**src/design/wro_pkg.sv**
```systemverilog
// WRO shared types: request structs, widths and the address hash function
package wro_pkg;

    // ====================
    // Widths
    // ====================

    // Tag width sets the number of in-flight requests per channel
    localparam int TAG_BITS = 4;

    // Modules truncate the folded hash to their own HASH_BITS
    localparam int HASH_BITS_MAX = 32;

    typedef logic [31:0] wro_addr_t;
    typedef logic [31:0] wro_data_t;
    typedef logic [TAG_BITS-1:0] wro_tag_t;

    // ====================
    // Requests
    // ====================

    // Read request on channel 0
    typedef struct packed {
        logic      valid;
        wro_tag_t  tag;
        wro_addr_t addr;
    } wro_rd_req_t;

    // Write request on channel 1
    // A fence is a normal write that also waits for an idle pipeline
    typedef struct packed {
        logic      valid;
        logic      fence;
        wro_tag_t  tag;
        wro_addr_t addr;
        wro_data_t data;
    } wro_wr_req_t;

    // ====================
    // Hash
    // ====================

    // Rotate and xor mix of the line address
    // Collisions are harmless and only cost a stall, so the mix stays cheap
    function automatic logic [HASH_BITS_MAX-1:0] wro_hash32(wro_addr_t addr);
        logic [31:0] h;

        h = addr;
        h = h ^ {h[18:0], h[31:19]};
        h = h ^ {h[6:0], h[31:7]};
        h = h ^ {h[24:0], h[31:25]};
        // Fold the upper half down so that low bits see every address bit
        h = h ^ {h[15:0], h[31:16]};
        return h;
    endfunction

endpackage

```
**src/design/wro_buffer_and_hash.sv**
```systemverilog
// WRO pipeline head: buffers client requests, hashes addresses and holds the oldest pair
module wro_buffer_and_hash
#(
    parameter int HASH_BITS = 9,
    parameter int BUF_THRESHOLD = 8
)
(
    input  logic                 clk,
    input  logic                 reset,

    // Client request strobes, one program step per cycle
    input  wro_pkg::wro_rd_req_t client_rd,
    input  wro_pkg::wro_wr_req_t client_wr,
    output logic                 client_almost_full,

    // Output stage, valids masked while blocked
    output wro_pkg::wro_rd_req_t head_rd,
    output wro_pkg::wro_wr_req_t head_wr,

    // Index 0 is the held request and index 1 the next one at the FIFO head
    output logic [HASH_BITS-1:0] rd_hash [0:1],
    output logic [HASH_BITS-1:0] wr_hash [0:1],
    input  logic                 rd_conflict [0:1],
    input  logic                 wr_conflict [0:1],

    // Held request has gone to memory
    input  logic                 rd_deq,
    input  logic                 wr_deq,

    // Idle indications, used for write fences
    input  logic                 pipe_not_empty,
    output logic                 buf_not_empty
);

    import wro_pkg::*;

    // Extra room above the threshold absorbs the client's stop latency
    localparam int BUF_ENTRIES = BUF_THRESHOLD + (BUF_THRESHOLD / 2);

    typedef logic [HASH_BITS-1:0] hash_t;

    // ====================
    // Input stage
    // ====================

    wro_rd_req_t in_rd;
    wro_wr_req_t in_wr;
    hash_t       in_rd_hash;
    hash_t       in_wr_hash;
    logic        step_en;

    // The hash costs a cycle, so the request is registered beside it
    always_ff @(posedge clk)
    begin
        in_rd <= client_rd;
        in_wr <= client_wr;
        in_rd_hash <= hash_t'(wro_hash32(client_rd.addr));
        in_wr_hash <= hash_t'(wro_hash32(client_wr.addr));

        if (reset)
        begin
            in_rd.valid <= 1'b0;
            in_wr.valid <= 1'b0;
        end
    end

    // Both request FIFOs move in lockstep so that one entry is one program step
    assign step_en = in_rd.valid || in_wr.valid;

    // ====================
    // Buffers
    // ====================

    wro_rd_req_t fifo_rd;
    wro_wr_req_t fifo_wr;
    hash_t       rd_hash_fifo;
    hash_t       wr_hash_fifo;
    logic        rd_req_not_empty;
    logic        wr_req_not_empty;
    logic        rd_hash_not_empty;
    logic        wr_hash_not_empty;
    logic        rd_almost_full;
    logic        wr_almost_full;
    logic        fifo_deq;

    wro_fifo #(.payload_t(wro_rd_req_t), .N_ENTRIES(BUF_ENTRIES), .THRESHOLD(BUF_THRESHOLD))
    i_rd_req_buf
    (
        .clk, .reset,
        .enq_data(in_rd), .enq_en(step_en), .deq_en(fifo_deq),
        .first(fifo_rd), .not_empty(rd_req_not_empty), .almost_full(rd_almost_full)
    );

    wro_fifo #(.payload_t(wro_wr_req_t), .N_ENTRIES(BUF_ENTRIES), .THRESHOLD(BUF_THRESHOLD))
    i_wr_req_buf
    (
        .clk, .reset,
        .enq_data(in_wr), .enq_en(step_en), .deq_en(fifo_deq),
        .first(fifo_wr), .not_empty(wr_req_not_empty), .almost_full(wr_almost_full)
    );

    // Hashes are queued only for valid requests, like a sparse side channel
    wro_fifo #(.payload_t(hash_t), .N_ENTRIES(BUF_ENTRIES), .THRESHOLD(BUF_THRESHOLD))
    i_rd_hash_buf
    (
        .clk, .reset,
        .enq_data(in_rd_hash), .enq_en(in_rd.valid), .deq_en(fifo_deq && fifo_rd.valid),
        .first(rd_hash_fifo), .not_empty(rd_hash_not_empty), .almost_full()
    );

    wro_fifo #(.payload_t(hash_t), .N_ENTRIES(BUF_ENTRIES), .THRESHOLD(BUF_THRESHOLD))
    i_wr_hash_buf
    (
        .clk, .reset,
        .enq_data(in_wr_hash), .enq_en(in_wr.valid), .deq_en(fifo_deq && fifo_wr.valid),
        .first(wr_hash_fifo), .not_empty(wr_hash_not_empty), .almost_full()
    );

    assign client_almost_full = rd_almost_full || wr_almost_full;

    // ====================
    // Output stage
    // ====================

    wro_rd_req_t held_rd;
    wro_wr_req_t held_wr;
    hash_t       held_rd_hash;
    hash_t       held_wr_hash;
    logic        rd_block;
    logic        wr_block;
    logic        tx_addr_conflict;
    logic        fifo_ready;
    logic        fifo_addr_conflict;
    logic        block_for_fence;

    // A step is ready once its hashes have landed beside it
    assign fifo_ready = rd_req_not_empty && wr_req_not_empty &&
                        (!fifo_rd.valid || rd_hash_not_empty) &&
                        (!fifo_wr.valid || wr_hash_not_empty);

    // Advance when both held slots are free or leaving this cycle
    assign fifo_deq = (rd_deq || !held_rd.valid) && (wr_deq || !held_wr.valid) && fifo_ready;

    // Read and write of the same step touching the same line
    assign fifo_addr_conflict = fifo_rd.valid && fifo_wr.valid &&
                                (rd_hash_fifo == wr_hash_fifo);

    // A fence waits for the filter and for the read of its own step
    assign block_for_fence = held_wr.valid && held_wr.fence &&
                             (pipe_not_empty || held_rd.valid);

    always_ff @(posedge clk)
    begin
        if (rd_deq)
        begin
            held_rd.valid <= 1'b0;
            // The write of this step may now follow its read
            tx_addr_conflict <= 1'b0;
        end

        if (wr_deq)
        begin
            held_wr.valid <= 1'b0;
        end

        // Waiting requests are retested against the filter every cycle
        rd_block <= rd_conflict[0];
        wr_block <= wr_conflict[0] || tx_addr_conflict || block_for_fence;

        if (fifo_deq)
        begin
            held_rd <= fifo_rd;
            held_wr <= fifo_wr;
            if (fifo_rd.valid)
            begin
                held_rd_hash <= rd_hash_fifo;
            end
            if (fifo_wr.valid)
            begin
                held_wr_hash <= wr_hash_fifo;
            end

            tx_addr_conflict <= fifo_addr_conflict;

            // The filter has not yet recorded what leaves on this edge,
            // so new requests are also checked against the released hashes
            rd_block <= rd_conflict[1] || (held_wr_hash == rd_hash_fifo);
            wr_block <= wr_conflict[1] ||
                        (held_rd_hash == wr_hash_fifo) ||
                        (held_wr_hash == wr_hash_fifo) ||
                        fifo_addr_conflict ||
                        fifo_wr.fence;
        end

        if (reset)
        begin
            held_rd.valid <= 1'b0;
            held_wr.valid <= 1'b0;
            held_rd_hash <= '0;
            held_wr_hash <= '0;
            rd_block <= 1'b0;
            wr_block <= 1'b0;
            tx_addr_conflict <= 1'b0;
        end
    end

    // Blocked requests are hidden from the filter
    always_comb
    begin
        head_rd = held_rd;
        head_rd.valid = held_rd.valid && !rd_block;
        head_wr = held_wr;
        head_wr.valid = held_wr.valid && !wr_block;
    end

    assign rd_hash[0] = held_rd_hash;
    assign rd_hash[1] = rd_hash_fifo;
    assign wr_hash[0] = held_wr_hash;
    assign wr_hash[1] = wr_hash_fifo;

    // Anything still inside this block, from the input register to the held pair
    assign buf_not_empty = step_en || rd_req_not_empty || wr_req_not_empty ||
                           held_rd.valid || held_wr.valid;

endmodule

```
**src/design/wro_fifo.sv**
```systemverilog
// Synchronous FIFO with a typed payload, registered head entry and occupancy flags
module wro_fifo
#(
    parameter type payload_t = logic,
    parameter int N_ENTRIES = 12,
    parameter int THRESHOLD = 8
)
(
    input  logic     clk,
    input  logic     reset,
    input  payload_t enq_data,
    input  logic     enq_en,
    input  logic     deq_en,
    output payload_t first,
    output logic     not_empty,
    output logic     almost_full
);

    localparam int PTR_BITS = (N_ENTRIES > 1) ? $clog2(N_ENTRIES) : 1;
    localparam int CNT_BITS = $clog2(N_ENTRIES + 1);

    typedef logic [PTR_BITS-1:0] ptr_t;
    typedef logic [CNT_BITS-1:0] cnt_t;

    payload_t mem [N_ENTRIES];
    ptr_t     wr_ptr;
    ptr_t     rd_ptr;
    ptr_t     rd_ptr_next;
    cnt_t     count;
    logic     do_enq;
    logic     do_deq;

    // Circular pointer step
    function automatic ptr_t ptr_inc(ptr_t p);
        return (p == ptr_t'(N_ENTRIES - 1)) ? '0 : p + 1'b1;
    endfunction

    // Requests on an empty or full FIFO are ignored
    // The producer honors almost_full, so the full case never drops data
    assign do_deq = deq_en && (count != '0);
    assign do_enq = enq_en && (count != cnt_t'(N_ENTRIES));

    assign rd_ptr_next = do_deq ? ptr_inc(rd_ptr) : rd_ptr;

    assign not_empty = (count != '0);

    // The entry being written this cycle already counts toward the level
    assign almost_full = (int'(count) + int'(enq_en)) >= THRESHOLD;

    always_ff @(posedge clk)
    begin
        if (do_enq)
        begin
            mem[wr_ptr] <= enq_data;
            wr_ptr <= ptr_inc(wr_ptr);
        end

        rd_ptr <= rd_ptr_next;
        count <= count + cnt_t'(do_enq) - cnt_t'(do_deq);

        // The head register takes the incoming entry when nothing older remains
        if (do_enq && (count == cnt_t'(do_deq)))
        begin
            first <= enq_data;
        end
        else
        begin
            first <= mem[rd_ptr_next];
        end

        if (reset)
        begin
            wr_ptr <= '0;
            rd_ptr <= '0;
            count <= '0;
        end
    end

endmodule

```
**src/design/wro_inflight_filter.sv**
```systemverilog
// WRO in-flight filter: tracks hashes of issued requests by tag and issues to memory
module wro_inflight_filter
#(
    parameter int HASH_BITS = 9
)
(
    input  logic                 clk,
    input  logic                 reset,

    // Output stage of the buffer head
    input  wro_pkg::wro_rd_req_t head_rd,
    input  wro_pkg::wro_wr_req_t head_wr,
    input  logic [HASH_BITS-1:0] rd_hash [0:1],
    input  logic [HASH_BITS-1:0] wr_hash [0:1],
    output logic                 rd_conflict [0:1],
    output logic                 wr_conflict [0:1],
    output logic                 rd_deq,
    output logic                 wr_deq,
    output logic                 pipe_not_empty,

    // Memory port
    input  logic                 mem_almost_full,
    output wro_pkg::wro_rd_req_t mem_rd,
    output wro_pkg::wro_wr_req_t mem_wr,
    input  logic                 mem_rd_done_valid,
    input  wro_pkg::wro_tag_t    mem_rd_done_tag,
    input  logic                 mem_wr_done_valid,
    input  wro_pkg::wro_tag_t    mem_wr_done_tag
);

    import wro_pkg::*;

    localparam int N_TAGS = 1 << TAG_BITS;

    typedef logic [HASH_BITS-1:0] hash_t;

    // One entry per tag and channel
    logic [N_TAGS-1:0] rd_live;
    logic [N_TAGS-1:0] wr_live;
    hash_t             rd_tbl [N_TAGS];
    hash_t             wr_tbl [N_TAGS];

    // ====================
    // Conflict check
    // ====================

    // Reads only need to wait for writes
    // Writes wait for both reads and writes to the same line
    always_comb
    begin
        for (int i = 0; i < 2; i++)
        begin
            rd_conflict[i] = 1'b0;
            wr_conflict[i] = 1'b0;
            for (int t = 0; t < N_TAGS; t++)
            begin
                if (wr_live[t] && (wr_tbl[t] == rd_hash[i]))
                begin
                    rd_conflict[i] = 1'b1;
                end
                if (wr_live[t] && (wr_tbl[t] == wr_hash[i]))
                begin
                    wr_conflict[i] = 1'b1;
                end
                if (rd_live[t] && (rd_tbl[t] == wr_hash[i]))
                begin
                    wr_conflict[i] = 1'b1;
                end
            end
        end
    end

    // ====================
    // Issue and completion
    // ====================

    // Head valids are already masked by the buffer, so only memory backpressure stalls
    assign rd_deq = head_rd.valid && !mem_almost_full;
    assign wr_deq = head_wr.valid && !mem_almost_full;

    // A request leaving this cycle is not in the table yet but counts as busy
    assign pipe_not_empty = (|rd_live) || (|wr_live) || rd_deq || wr_deq;

    always_ff @(posedge clk)
    begin
        mem_rd <= head_rd;
        mem_rd.valid <= rd_deq;
        mem_wr <= head_wr;
        mem_wr.valid <= wr_deq;

        // Completions free the tag's entry
        if (mem_rd_done_valid)
        begin
            rd_live[mem_rd_done_tag] <= 1'b0;
        end
        if (mem_wr_done_valid)
        begin
            wr_live[mem_wr_done_tag] <= 1'b0;
        end

        // Record the hash as the request leaves for memory
        if (rd_deq)
        begin
            rd_live[head_rd.tag] <= 1'b1;
            rd_tbl[head_rd.tag] <= rd_hash[0];
        end
        if (wr_deq)
        begin
            wr_live[head_wr.tag] <= 1'b1;
            wr_tbl[head_wr.tag] <= wr_hash[0];
        end

        if (reset)
        begin
            rd_live <= '0;
            wr_live <= '0;
            mem_rd.valid <= 1'b0;
            mem_wr.valid <= 1'b0;
        end
    end

endmodule

```
**src/design/wro_top.sv**
```systemverilog
// WRO shim top level: connects the buffer head to the in-flight filter
module wro_top
#(
    parameter int HASH_BITS = 9,
    parameter int BUF_THRESHOLD = 8
)
(
    input  logic                 clk,
    input  logic                 reset,

    // Client side
    input  wro_pkg::wro_rd_req_t client_rd,
    input  wro_pkg::wro_wr_req_t client_wr,
    output logic                 client_almost_full,
    output logic                 buf_not_empty,
    output logic                 rsp_rd_valid,
    output wro_pkg::wro_tag_t    rsp_rd_tag,
    output wro_pkg::wro_data_t   rsp_rd_data,
    output logic                 rsp_wr_valid,
    output wro_pkg::wro_tag_t    rsp_wr_tag,

    // Memory side
    input  logic                 mem_almost_full,
    output wro_pkg::wro_rd_req_t mem_rd,
    output wro_pkg::wro_wr_req_t mem_wr,
    input  logic                 mem_rd_done_valid,
    input  wro_pkg::wro_tag_t    mem_rd_done_tag,
    input  wro_pkg::wro_data_t   mem_rd_done_data,
    input  logic                 mem_wr_done_valid,
    input  wro_pkg::wro_tag_t    mem_wr_done_tag
);

    import wro_pkg::*;

    wro_rd_req_t          head_rd;
    wro_wr_req_t          head_wr;
    logic [HASH_BITS-1:0] rd_hash [0:1];
    logic [HASH_BITS-1:0] wr_hash [0:1];
    logic                 rd_conflict [0:1];
    logic                 wr_conflict [0:1];
    logic                 rd_deq;
    logic                 wr_deq;
    logic                 pipe_not_empty;

    wro_buffer_and_hash #(.HASH_BITS(HASH_BITS), .BUF_THRESHOLD(BUF_THRESHOLD))
    i_buffer_and_hash
    (
        .clk, .reset,
        .client_rd, .client_wr, .client_almost_full,
        .head_rd, .head_wr,
        .rd_hash, .wr_hash, .rd_conflict, .wr_conflict,
        .rd_deq, .wr_deq,
        .pipe_not_empty, .buf_not_empty
    );

    wro_inflight_filter #(.HASH_BITS(HASH_BITS))
    i_inflight_filter
    (
        .clk, .reset,
        .head_rd, .head_wr,
        .rd_hash, .wr_hash, .rd_conflict, .wr_conflict,
        .rd_deq, .wr_deq, .pipe_not_empty,
        .mem_almost_full, .mem_rd, .mem_wr,
        .mem_rd_done_valid, .mem_rd_done_tag,
        .mem_wr_done_valid, .mem_wr_done_tag
    );

    // Completions go straight back to the client
    assign rsp_rd_valid = mem_rd_done_valid;
    assign rsp_rd_tag = mem_rd_done_tag;
    assign rsp_rd_data = mem_rd_done_data;
    assign rsp_wr_valid = mem_wr_done_valid;
    assign rsp_wr_tag = mem_wr_done_tag;

endmodule

```
**config.mk**
```make
export PLATFORM = sky130hd
export DESIGN_NAME = wro_top
export DESIGN_NICKNAME = d
export VERILOG_FILES = /design/src/design/wro_pkg.sv /design/src/design/wro_buffer_and_hash.sv /design/src/design/wro_fifo.sv /design/src/design/wro_inflight_filter.sv /design/src/design/wro_top.sv
export SDC_FILE = /design/constraint.sdc
export NUM_CORES = 2
export LEC_CHECK = 0
export BUFFER_PORTS_ARGS = -buffer_cell sky130_fd_sc_hd__buf_2
export CELL_PAD_IN_SITES_DETAIL_PLACEMENT = 1
export CELL_PAD_IN_SITES_GLOBAL_PLACEMENT = 2
export CORE_ASPECT_RATIO = 1.2
export CORE_MARGIN = 3
export CORE_UTILIZATION = 42
export CTS_CLUSTER_SIZE = 10
export DETAILED_ROUTE_END_ITERATION = 7
export GPL_TIMING_DRIVEN = 1
export HOLD_SLACK_MARGIN = 0.15
export PLACE_DENSITY = 0.73
export SLEW_MARGIN = 25
export SYNTH_ARGS = -nofsm -noshare
export SYNTH_HDL_FRONTEND = slang
export SYNTH_HIERARCHICAL = 1
export SYNTH_SLANG_ARGS = --single-unit
```
**constraint.sdc**
```tcl
create_clock -name clk -period 7.75 [get_ports clk]
set_clock_uncertainty 0.15 [all_clocks]
set_input_delay 1.55 -clock clk [delete_from_list [all_inputs] [get_ports clk]]
set_output_delay 1.55 -clock clk [all_outputs]
set_load 0.005 [all_outputs]
```
# [After elaboration in Yosys (flattened, before gate mapping)]
# Memory sizes are Yosys's and may differ from the RTL's.
# Cells that the tools add are included.
[totals] ram_bits=1788 out_inout_bits=151 elab_cells=527 mem_count=6 register_bits=565
[mem_list] memory="i_buffer_and_hash.i_wr_req_buf.mem" depth=12 width=70 read_ports=1 rd_ports_with_merged_regs=0 wr=1 line="wro_fifo.sv:25" text="payload_t mem [N_ENTRIES];"
[mem_list] memory="i_buffer_and_hash.i_rd_req_buf.mem" depth=12 width=37 read_ports=1 rd_ports_with_merged_regs=0 wr=1 line="wro_fifo.sv:25"
[mem_list] memory="i_inflight_filter.rd_tbl" depth=16 width=9 read_ports=16 rd_ports_with_merged_regs=0 wr=1 line="wro_inflight_filter.sv:40" text="hash_t rd_tbl [N_TAGS];"
[mem_list] memory="i_inflight_filter.wr_tbl" depth=16 width=9 read_ports=16 rd_ports_with_merged_regs=0 wr=1 line="wro_inflight_filter.sv:41" text="hash_t wr_tbl [N_TAGS];"
[mem_list] memory="i_buffer_and_hash.i_rd_hash_buf.mem" depth=12 width=9 read_ports=1 rd_ports_with_merged_regs=0 wr=1 line="wro_fifo.sv:25"
[mem_list] memory="i_buffer_and_hash.i_wr_hash_buf.mem" depth=12 width=9 read_ports=1 rd_ports_with_merged_regs=0 wr=1 line="wro_fifo.sv:25"
[op_classes] add_sub_neg=18 mux=143 order_cmp=10 bitwise_logic=14 n_eq_ne=116 n_reduce_logical=165
[ops] cell="9-bit == test" count=100
[ops] cell="70-bit 2-to-1 mux" count=2
[ops] cell="32-bit XOR" count=4
[ops] cell="1-bit logical AND" count=127
[ops] cell="1-bit 2-to-1 mux" count=117
[ops] cell="37-bit 2-to-1 mux" count=2
[ops] cell="16-bit 2-to-1 mux" count=4
[ops] cell="25-bit XOR" count=2
[ops] cell="4-bit 2-to-1 mux" count=12
[ops] cell="4-bit by 1-bit adder with 4-bit output (second input constant)" count=8
[ops] cell="16-bit AND" count=2
[ops] cell="4-bit == test (second input constant)" count=8
[ops] cell="16-bit NOT" count=2
[ops] cell="16-bit OR" count=2
[ops] cell="16-bit OR reduction" count=2
[ops] cell="1-bit logical OR" count=21
[ops] cell="4-bit by 5-bit < comparator with 1-bit output (second input constant)" count=4
[ops] cell="9-bit 2-to-1 mux" count=2
[ops] cell="9-bit XOR" count=2
[ops] cell="4-bit by 1-bit adder with 4-bit output" count=4
[ops] cell="1-bit demux with 4-bit select" count=4
[ops] cell="4-bit by 1-bit == test with 1-bit output" count=4
[ops] cell="4-bit by 1-bit greater-or-equal comparator with 1-bit output (second input constant)" count=4
[ops] cell="4-bit inequality test (second input constant)" count=4
[ops] cell="other kinds (7)" count=23

# [Logic depth before layout (Yosys ltp)]
# An unclocked memory read counts as a cell.
[depth] ltp_word=40 mapped_depth=24 mapped_depth_nobuf=17

# [By module]
# Netlist, hierarchy kept.
[modules_own_cells] mod="wro_fifo at i_buffer_and_hash.i_wr_req_buf" cells_each=3313 n_inst=1 area_each_um2=41427.2
[modules_own_cells] mod="wro_inflight_filter" cells_each=1908 n_inst=1 area_each_um2=23127.2
[modules_own_cells] mod="wro_fifo at i_buffer_and_hash.i_rd_req_buf" cells_each=1864 n_inst=1 area_each_um2=22744.3
[modules_own_cells] mod="wro_fifo at i_buffer_and_hash.i_rd_hash_buf ..." cells_each=510 n_inst=2 area_each_um2=6281.0
[modules_own_cells] mod="wro_buffer_and_hash" cells_each=549 n_inst=1 area_each_um2=8408.1
[modules_own_cells] mod="wro_top" cells_each=42 n_inst=1 area_each_um2=315.3

# [Worst setup path before layout]
# No wires, ideal clock.
[synth_timing] kind="register -> register" from="register i_buffer_and_hash/in_wr[69] in the netlist's numbering" to="memory i_buffer_and_hash/i_wr_req_buf/mem[0][0] in the netlist's numbering, enable pin" path_slack_ns=0.884 arrival_ns=6.132 period_less_slack_ns=6.866 required_ns=7.016 stages_incl_launch_ff=7 path_cell_list="dfxtp_1 -> or2_2 -> inv_1 -> a31oi_1 -> clkbuf_1 -> nand2_1 -> nor3_1"
[synth_between] elab_chain_cells=4
[synth_lines] item="from (decl)" line="wro_buffer_and_hash.sv:47" text="wro_wr_req_t in_wr;"
[synth_lines] item="from (signal assigned)" line="wro_buffer_and_hash.sv:56" text="in_wr <= client_wr;"
[synth_lines] item="1-bit logical OR" line="wro_buffer_and_hash.sv:68" text="assign step_en = in_rd.valid || in_wr.valid;"
[synth_lines] item="net i_buffer_and_hash.step_en" line="wro_buffer_and_hash.sv:50" text="logic step_en;"
[synth_lines] item="1-bit logical AND" line="wro_fifo.sv:41" text="assign do_enq = enq_en && (count != cnt_t'(N_ENTRIES));"
[synth_lines] item="1-bit 2-to-1 mux" line="wro_fifo.sv:52" text="if (do_enq)"
[synth_lines] item="1-bit 2-to-1 mux (not written as such)" line="wro_fifo.sv:54" text="mem[wr_ptr] <= enq_data;"
[synth_lines] item="to (decl)" line="wro_fifo.sv:25"
# The timed path passes the listed nets, and every way through them passes these cells.

# [Final worst setup path]
[layout_timing] from="register i_buffer_and_hash.i_rd_req_buf.count[2]" to="register i_buffer_and_hash/i_wr_req_buf/first[17] in the netlist's numbering"
[layout_between] elab_chain_cells=9 word_cells_on_any_way=11 cone_classes="eq/ne (1); mux (2); reduce/logical (7); memory (1)"
[layout_lines] item="from (decl)" line="wro_fifo.sv:29" text="cnt_t count;"
[layout_lines] item="from (signal assigned)" line="wro_fifo.sv:59" text="count <= count + cnt_t'(do_enq) - cnt_t'(do_deq);"
[layout_lines] item="4-bit nonzero test (*)" line="wro_fifo.sv:45" text="assign not_empty = (count != '0);"
[layout_lines] item="net i_buffer_and_hash.rd_req_not_empty" line="wro_buffer_and_hash.sv:78" text="logic rd_req_not_empty;"
[layout_lines] item="1-bit logical AND (*) (2 in series)" line="wro_buffer_and_hash.sv:137" text="assign fifo_ready = rd_req_not_empty && wr_req_not_empty &&"
[layout_lines] item="1-bit logical AND (*)" line="wro_buffer_and_hash.sv:138" text="(!fifo_rd.valid || rd_hash_not_empty) &&"
[layout_lines] item="1-bit logical AND (*)" line="wro_buffer_and_hash.sv:142" text="assign fifo_deq = (rd_deq || !held_rd.valid) && (wr_deq || !held_wr.valid) && fifo_ready;"
[layout_lines] item="net i_buffer_and_hash.fifo_deq" line="wro_buffer_and_hash.sv:84" text="logic fifo_deq;"
[layout_lines] item="1-bit logical AND (*)" line="wro_fifo.sv:40" text="assign do_deq = deq_en && (count != '0);"
[layout_lines] item="4-bit 2-to-1 mux / 4-bit by 1-bit == test with 1-bit output (equally long branches)" line="wro_fifo.sv:43, wro_fifo.sv:62"
[layout_lines] item="memory 12 x 70 bit / 1-bit logical AND (equally long branches)"
[layout_lines] item="70-bit 2-to-1 mux (*)" line="wro_fifo.sv:62" text="if (do_enq && (count == cnt_t'(do_deq)))"
[layout_lines] item="to (signal assigned)" line="wro_fifo.sv:64" text="first <= enq_data;"
[layout_lines] item="to (signal assigned)" line="wro_fifo.sv:68" text="first <= mem[rd_ptr_next];"
[layout_lines] item="to (decl)" line="wro_fifo.sv:14" text="output payload_t first,"
# The timed path passes the listed nets; every way through them passes the cells marked *.
# A chain may end at the register's enable or synchronous reset.

==> metrics.cfg <==
[yosys]
synthCells=8682
syn_area_um2=108500
ys_warn_count=6
avgSynthCellArea_um2=12.49
syn-num-nets=8888

[clock_network]
cts-resized-gates=0
clkTransAtPathRegs_ps=60
cts_hold_buf=0
clk-insertion-delay-late_ps=860
clockRootBuffer=clkbuf_16
clock_path_buffers=4
h-tree-depth=5
post_cts_buffers=0
cts.sinks=2353
numCtsBuffers=284
cts_tree=built

[layout]
syn_to_final_growth_pct=10.11
final_cell_mix=1893 x edfxtp_1, 931 x nand2_1, 792 x xor2_1
final_cell_area_um2=119400
final_nets=8721
final_common_cell=edfxtp_1
drive_above_1_share=0.1044

[critical_path]
start_kind=register
reg2reg_to=i_buffer_and_hash/i_wr_req_buf/first[17]$_DFF_P_
rr_startpoint=i_buffer_and_hash/i_rd_req_buf/count[2]$_SDFF_PP0_
arrival_ps=6300
critPathKind=register to register
crit_end=i_buffer_and_hash/i_wr_req_buf/first[17]$_DFF_P_
r2r_slack_ps=1990
cp.required_ps=8290
crit_fanout=93
r2r_cells=16
cp-end-kind=register
startpoint=i_buffer_and_hash/i_rd_req_buf/count[2]$_SDFF_PP0_

[grt]
gr-total-overflow=0
first_global_vias=77980
grt_max_degree=225
antenna_found_initial=23
grt.total_usage=0.2632
grt_pass1_wl_mm=526.6

[drt]
via_per_inst=6.175
drt_iter0_markers=6185
dr.pass1.iters=6
drtAntennaViolNets=0
dr_total_vias=74930
wirelength_mm=358.8
routedWlPerCell_um=29.57
drc=0

[placed_design]
numPortBuffers=238
globalplace.congestion=0.8748
postPlaceCellArea_um2=110900
dpl.hpwl_mm=202.7

[timing]
tns_ps=0
slew_violations=0
post-route-period-util=0.7438
rsz0062_at_grt=false
worst_slew_pin_slew_ps=1098
fmax_mhz=173.5
relSlewSlack=0.2680
whs_ps=173.4
finalSetupViolations=0
hold_viol=0
fin_crit_ps=5764

[power_and_ir_drop]
cellLeakagePower_nw=41.74
powerDensity_nw_per_um2=368.4
peakVddDrop_uv=372.2

[floorplanning]
die_w_um=469.9
std_cell_rows=203
fp.dieH_um=562.7
io_pins=303
initial_core_util=0.4237
die_area_um2=264400
coreArea_um2=256000

[outcome]
status=finished, final reports clean

[run]
cap_violations=0

[hold_path]
hold_class=register to register

-- sequential cells by signal, summed over array words and instances, names as in the netlist, 36 cells and up --
| register | cells |
|---|---|
| i_inflight_filter/mem_wr | 70 |
| i_buffer_and_hash/head_rd | 36 |
| i_inflight_filter/rd_tbl | 144 |
| i_inflight_filter/wr_tbl | 144 |
| i_buffer_and_hash/i_rd_hash_buf/mem | 108 |
| i_inflight_filter/mem_rd | 37 |
| i_buffer_and_hash/i_rd_req_buf/first | 37 |
| i_buffer_and_hash/in_wr | 70 |
| i_buffer_and_hash/i_wr_hash_buf/mem | 108 |
| i_buffer_and_hash/i_rd_req_buf/mem | 444 |
| i_buffer_and_hash/head_wr | 69 |
| i_buffer_and_hash/in_rd | 37 |
| i_buffer_and_hash/i_wr_req_buf/mem | 840 |
| i_buffer_and_hash/i_wr_req_buf/first | 70 |
-- area by class of cell --
| cell class | instances | area, um2 |
|---|---|---|
| Fill cell | 26110 | 136600 |
| Sequential cell | 2353 | 66090 |
| Multi-Input combinational cell | 5299 | 37130 |
| Clock buffer | 490 | 8182 |
| Tap cell | 3382 | 4232 |
| Timing Repair Buffer | 423 | 2930 |
| Inverter | 154 | 605.6 |
| Clock inverter | 19 | 224.0 |
| Antenna cell | 14 | 35.03 |
-- where the power goes --
| part | internal (W) | leakage, nW | total (W) | switching, W |
|---|---|---|---|---|
| Sequential | 0.0154 | 21.0 | 0.0168 | 0.00141 |
| Combinational | 0.00485 | 16.8 | 0.0149 | 0.0100 |
| Clock | 0.00716 | 4.01 | 0.0123 | 0.00517 |
-- through the flow --
stage / utilization / setup slack, ps / power, W / cells
2_1_floorplan: - / 908.8 / 0.02721 / 8682
3_3_place_gp: 0.4324 / 1386 / 0.03129 / 11600
3_5_place_dp: 0.4330 / 1229 / 0.03184 / 11610
4_1_cts: 0.4658 / 1999 / 0.04428 / 12120
5_1_grt: 0.4664 / 1645 / 0.04616 / 12130
6_report: 0.4665 / 1986 / 0.04400 / 12130
-- worst max-delay path: stages, from the launching register on --
cell       delay [ps]
dfxtp_1           360
inv_1              80
ha_1              240
nor3b_2           210
inv_6             320
nand2_1           220
a2111oi_4         360
nand2_2           200
clkinv_8          340
nand2_8           520
inv_8             630
o21ai_0           240
a22oi_2           280
buf_4             490
buf_4             520
a2111o_1          160
a41oi_1           100
-- worst min path at each step --
stage	depth (start not counted)	slack, ps	end	from
6_report	0	170	i_inflight_filter/mem_wr[50]$_DFF_P_	i_buffer_and_hash/head_wr[50]$_DFFE_PP_
5_1_grt	0	190	i_inflight_filter/mem_rd[29]$_DFF_P_	i_buffer_and_hash/head_rd[29]$_DFFE_PP_
4_1_cts	0	180	i_inflight_filter/mem_rd[14]$_DFF_P_	i_buffer_and_hash/head_rd[14]$_DFFE_PP_
3_5_place_dp	0	180	i_inflight_filter/mem_rd[15]$_DFF_P_	i_buffer_and_hash/head_rd[15]$_DFFE_PP_
3_3_place_gp	0	180	i_inflight_filter/mem_wr[37]$_DFF_P_	i_buffer_and_hash/head_wr[37]$_DFFE_PP_
2_1_floorplan	0	240	i_buffer_and_hash/head_rd[0]$_DFFE_PP_	i_buffer_and_hash/i_rd_req_buf/first[0]$_DFF_P_
-- routing by layer --
layer,GRT usage,up-vias,part of all wire
li1,-,32680,-
met1,0.3333,39230,0.41
met2,0.4554,2319,0.49
met3,0.03686,701,0.053
met4,0.1043,6,0.043
met5,0,-,0.00011
Power figures use the tool's default switching activity.
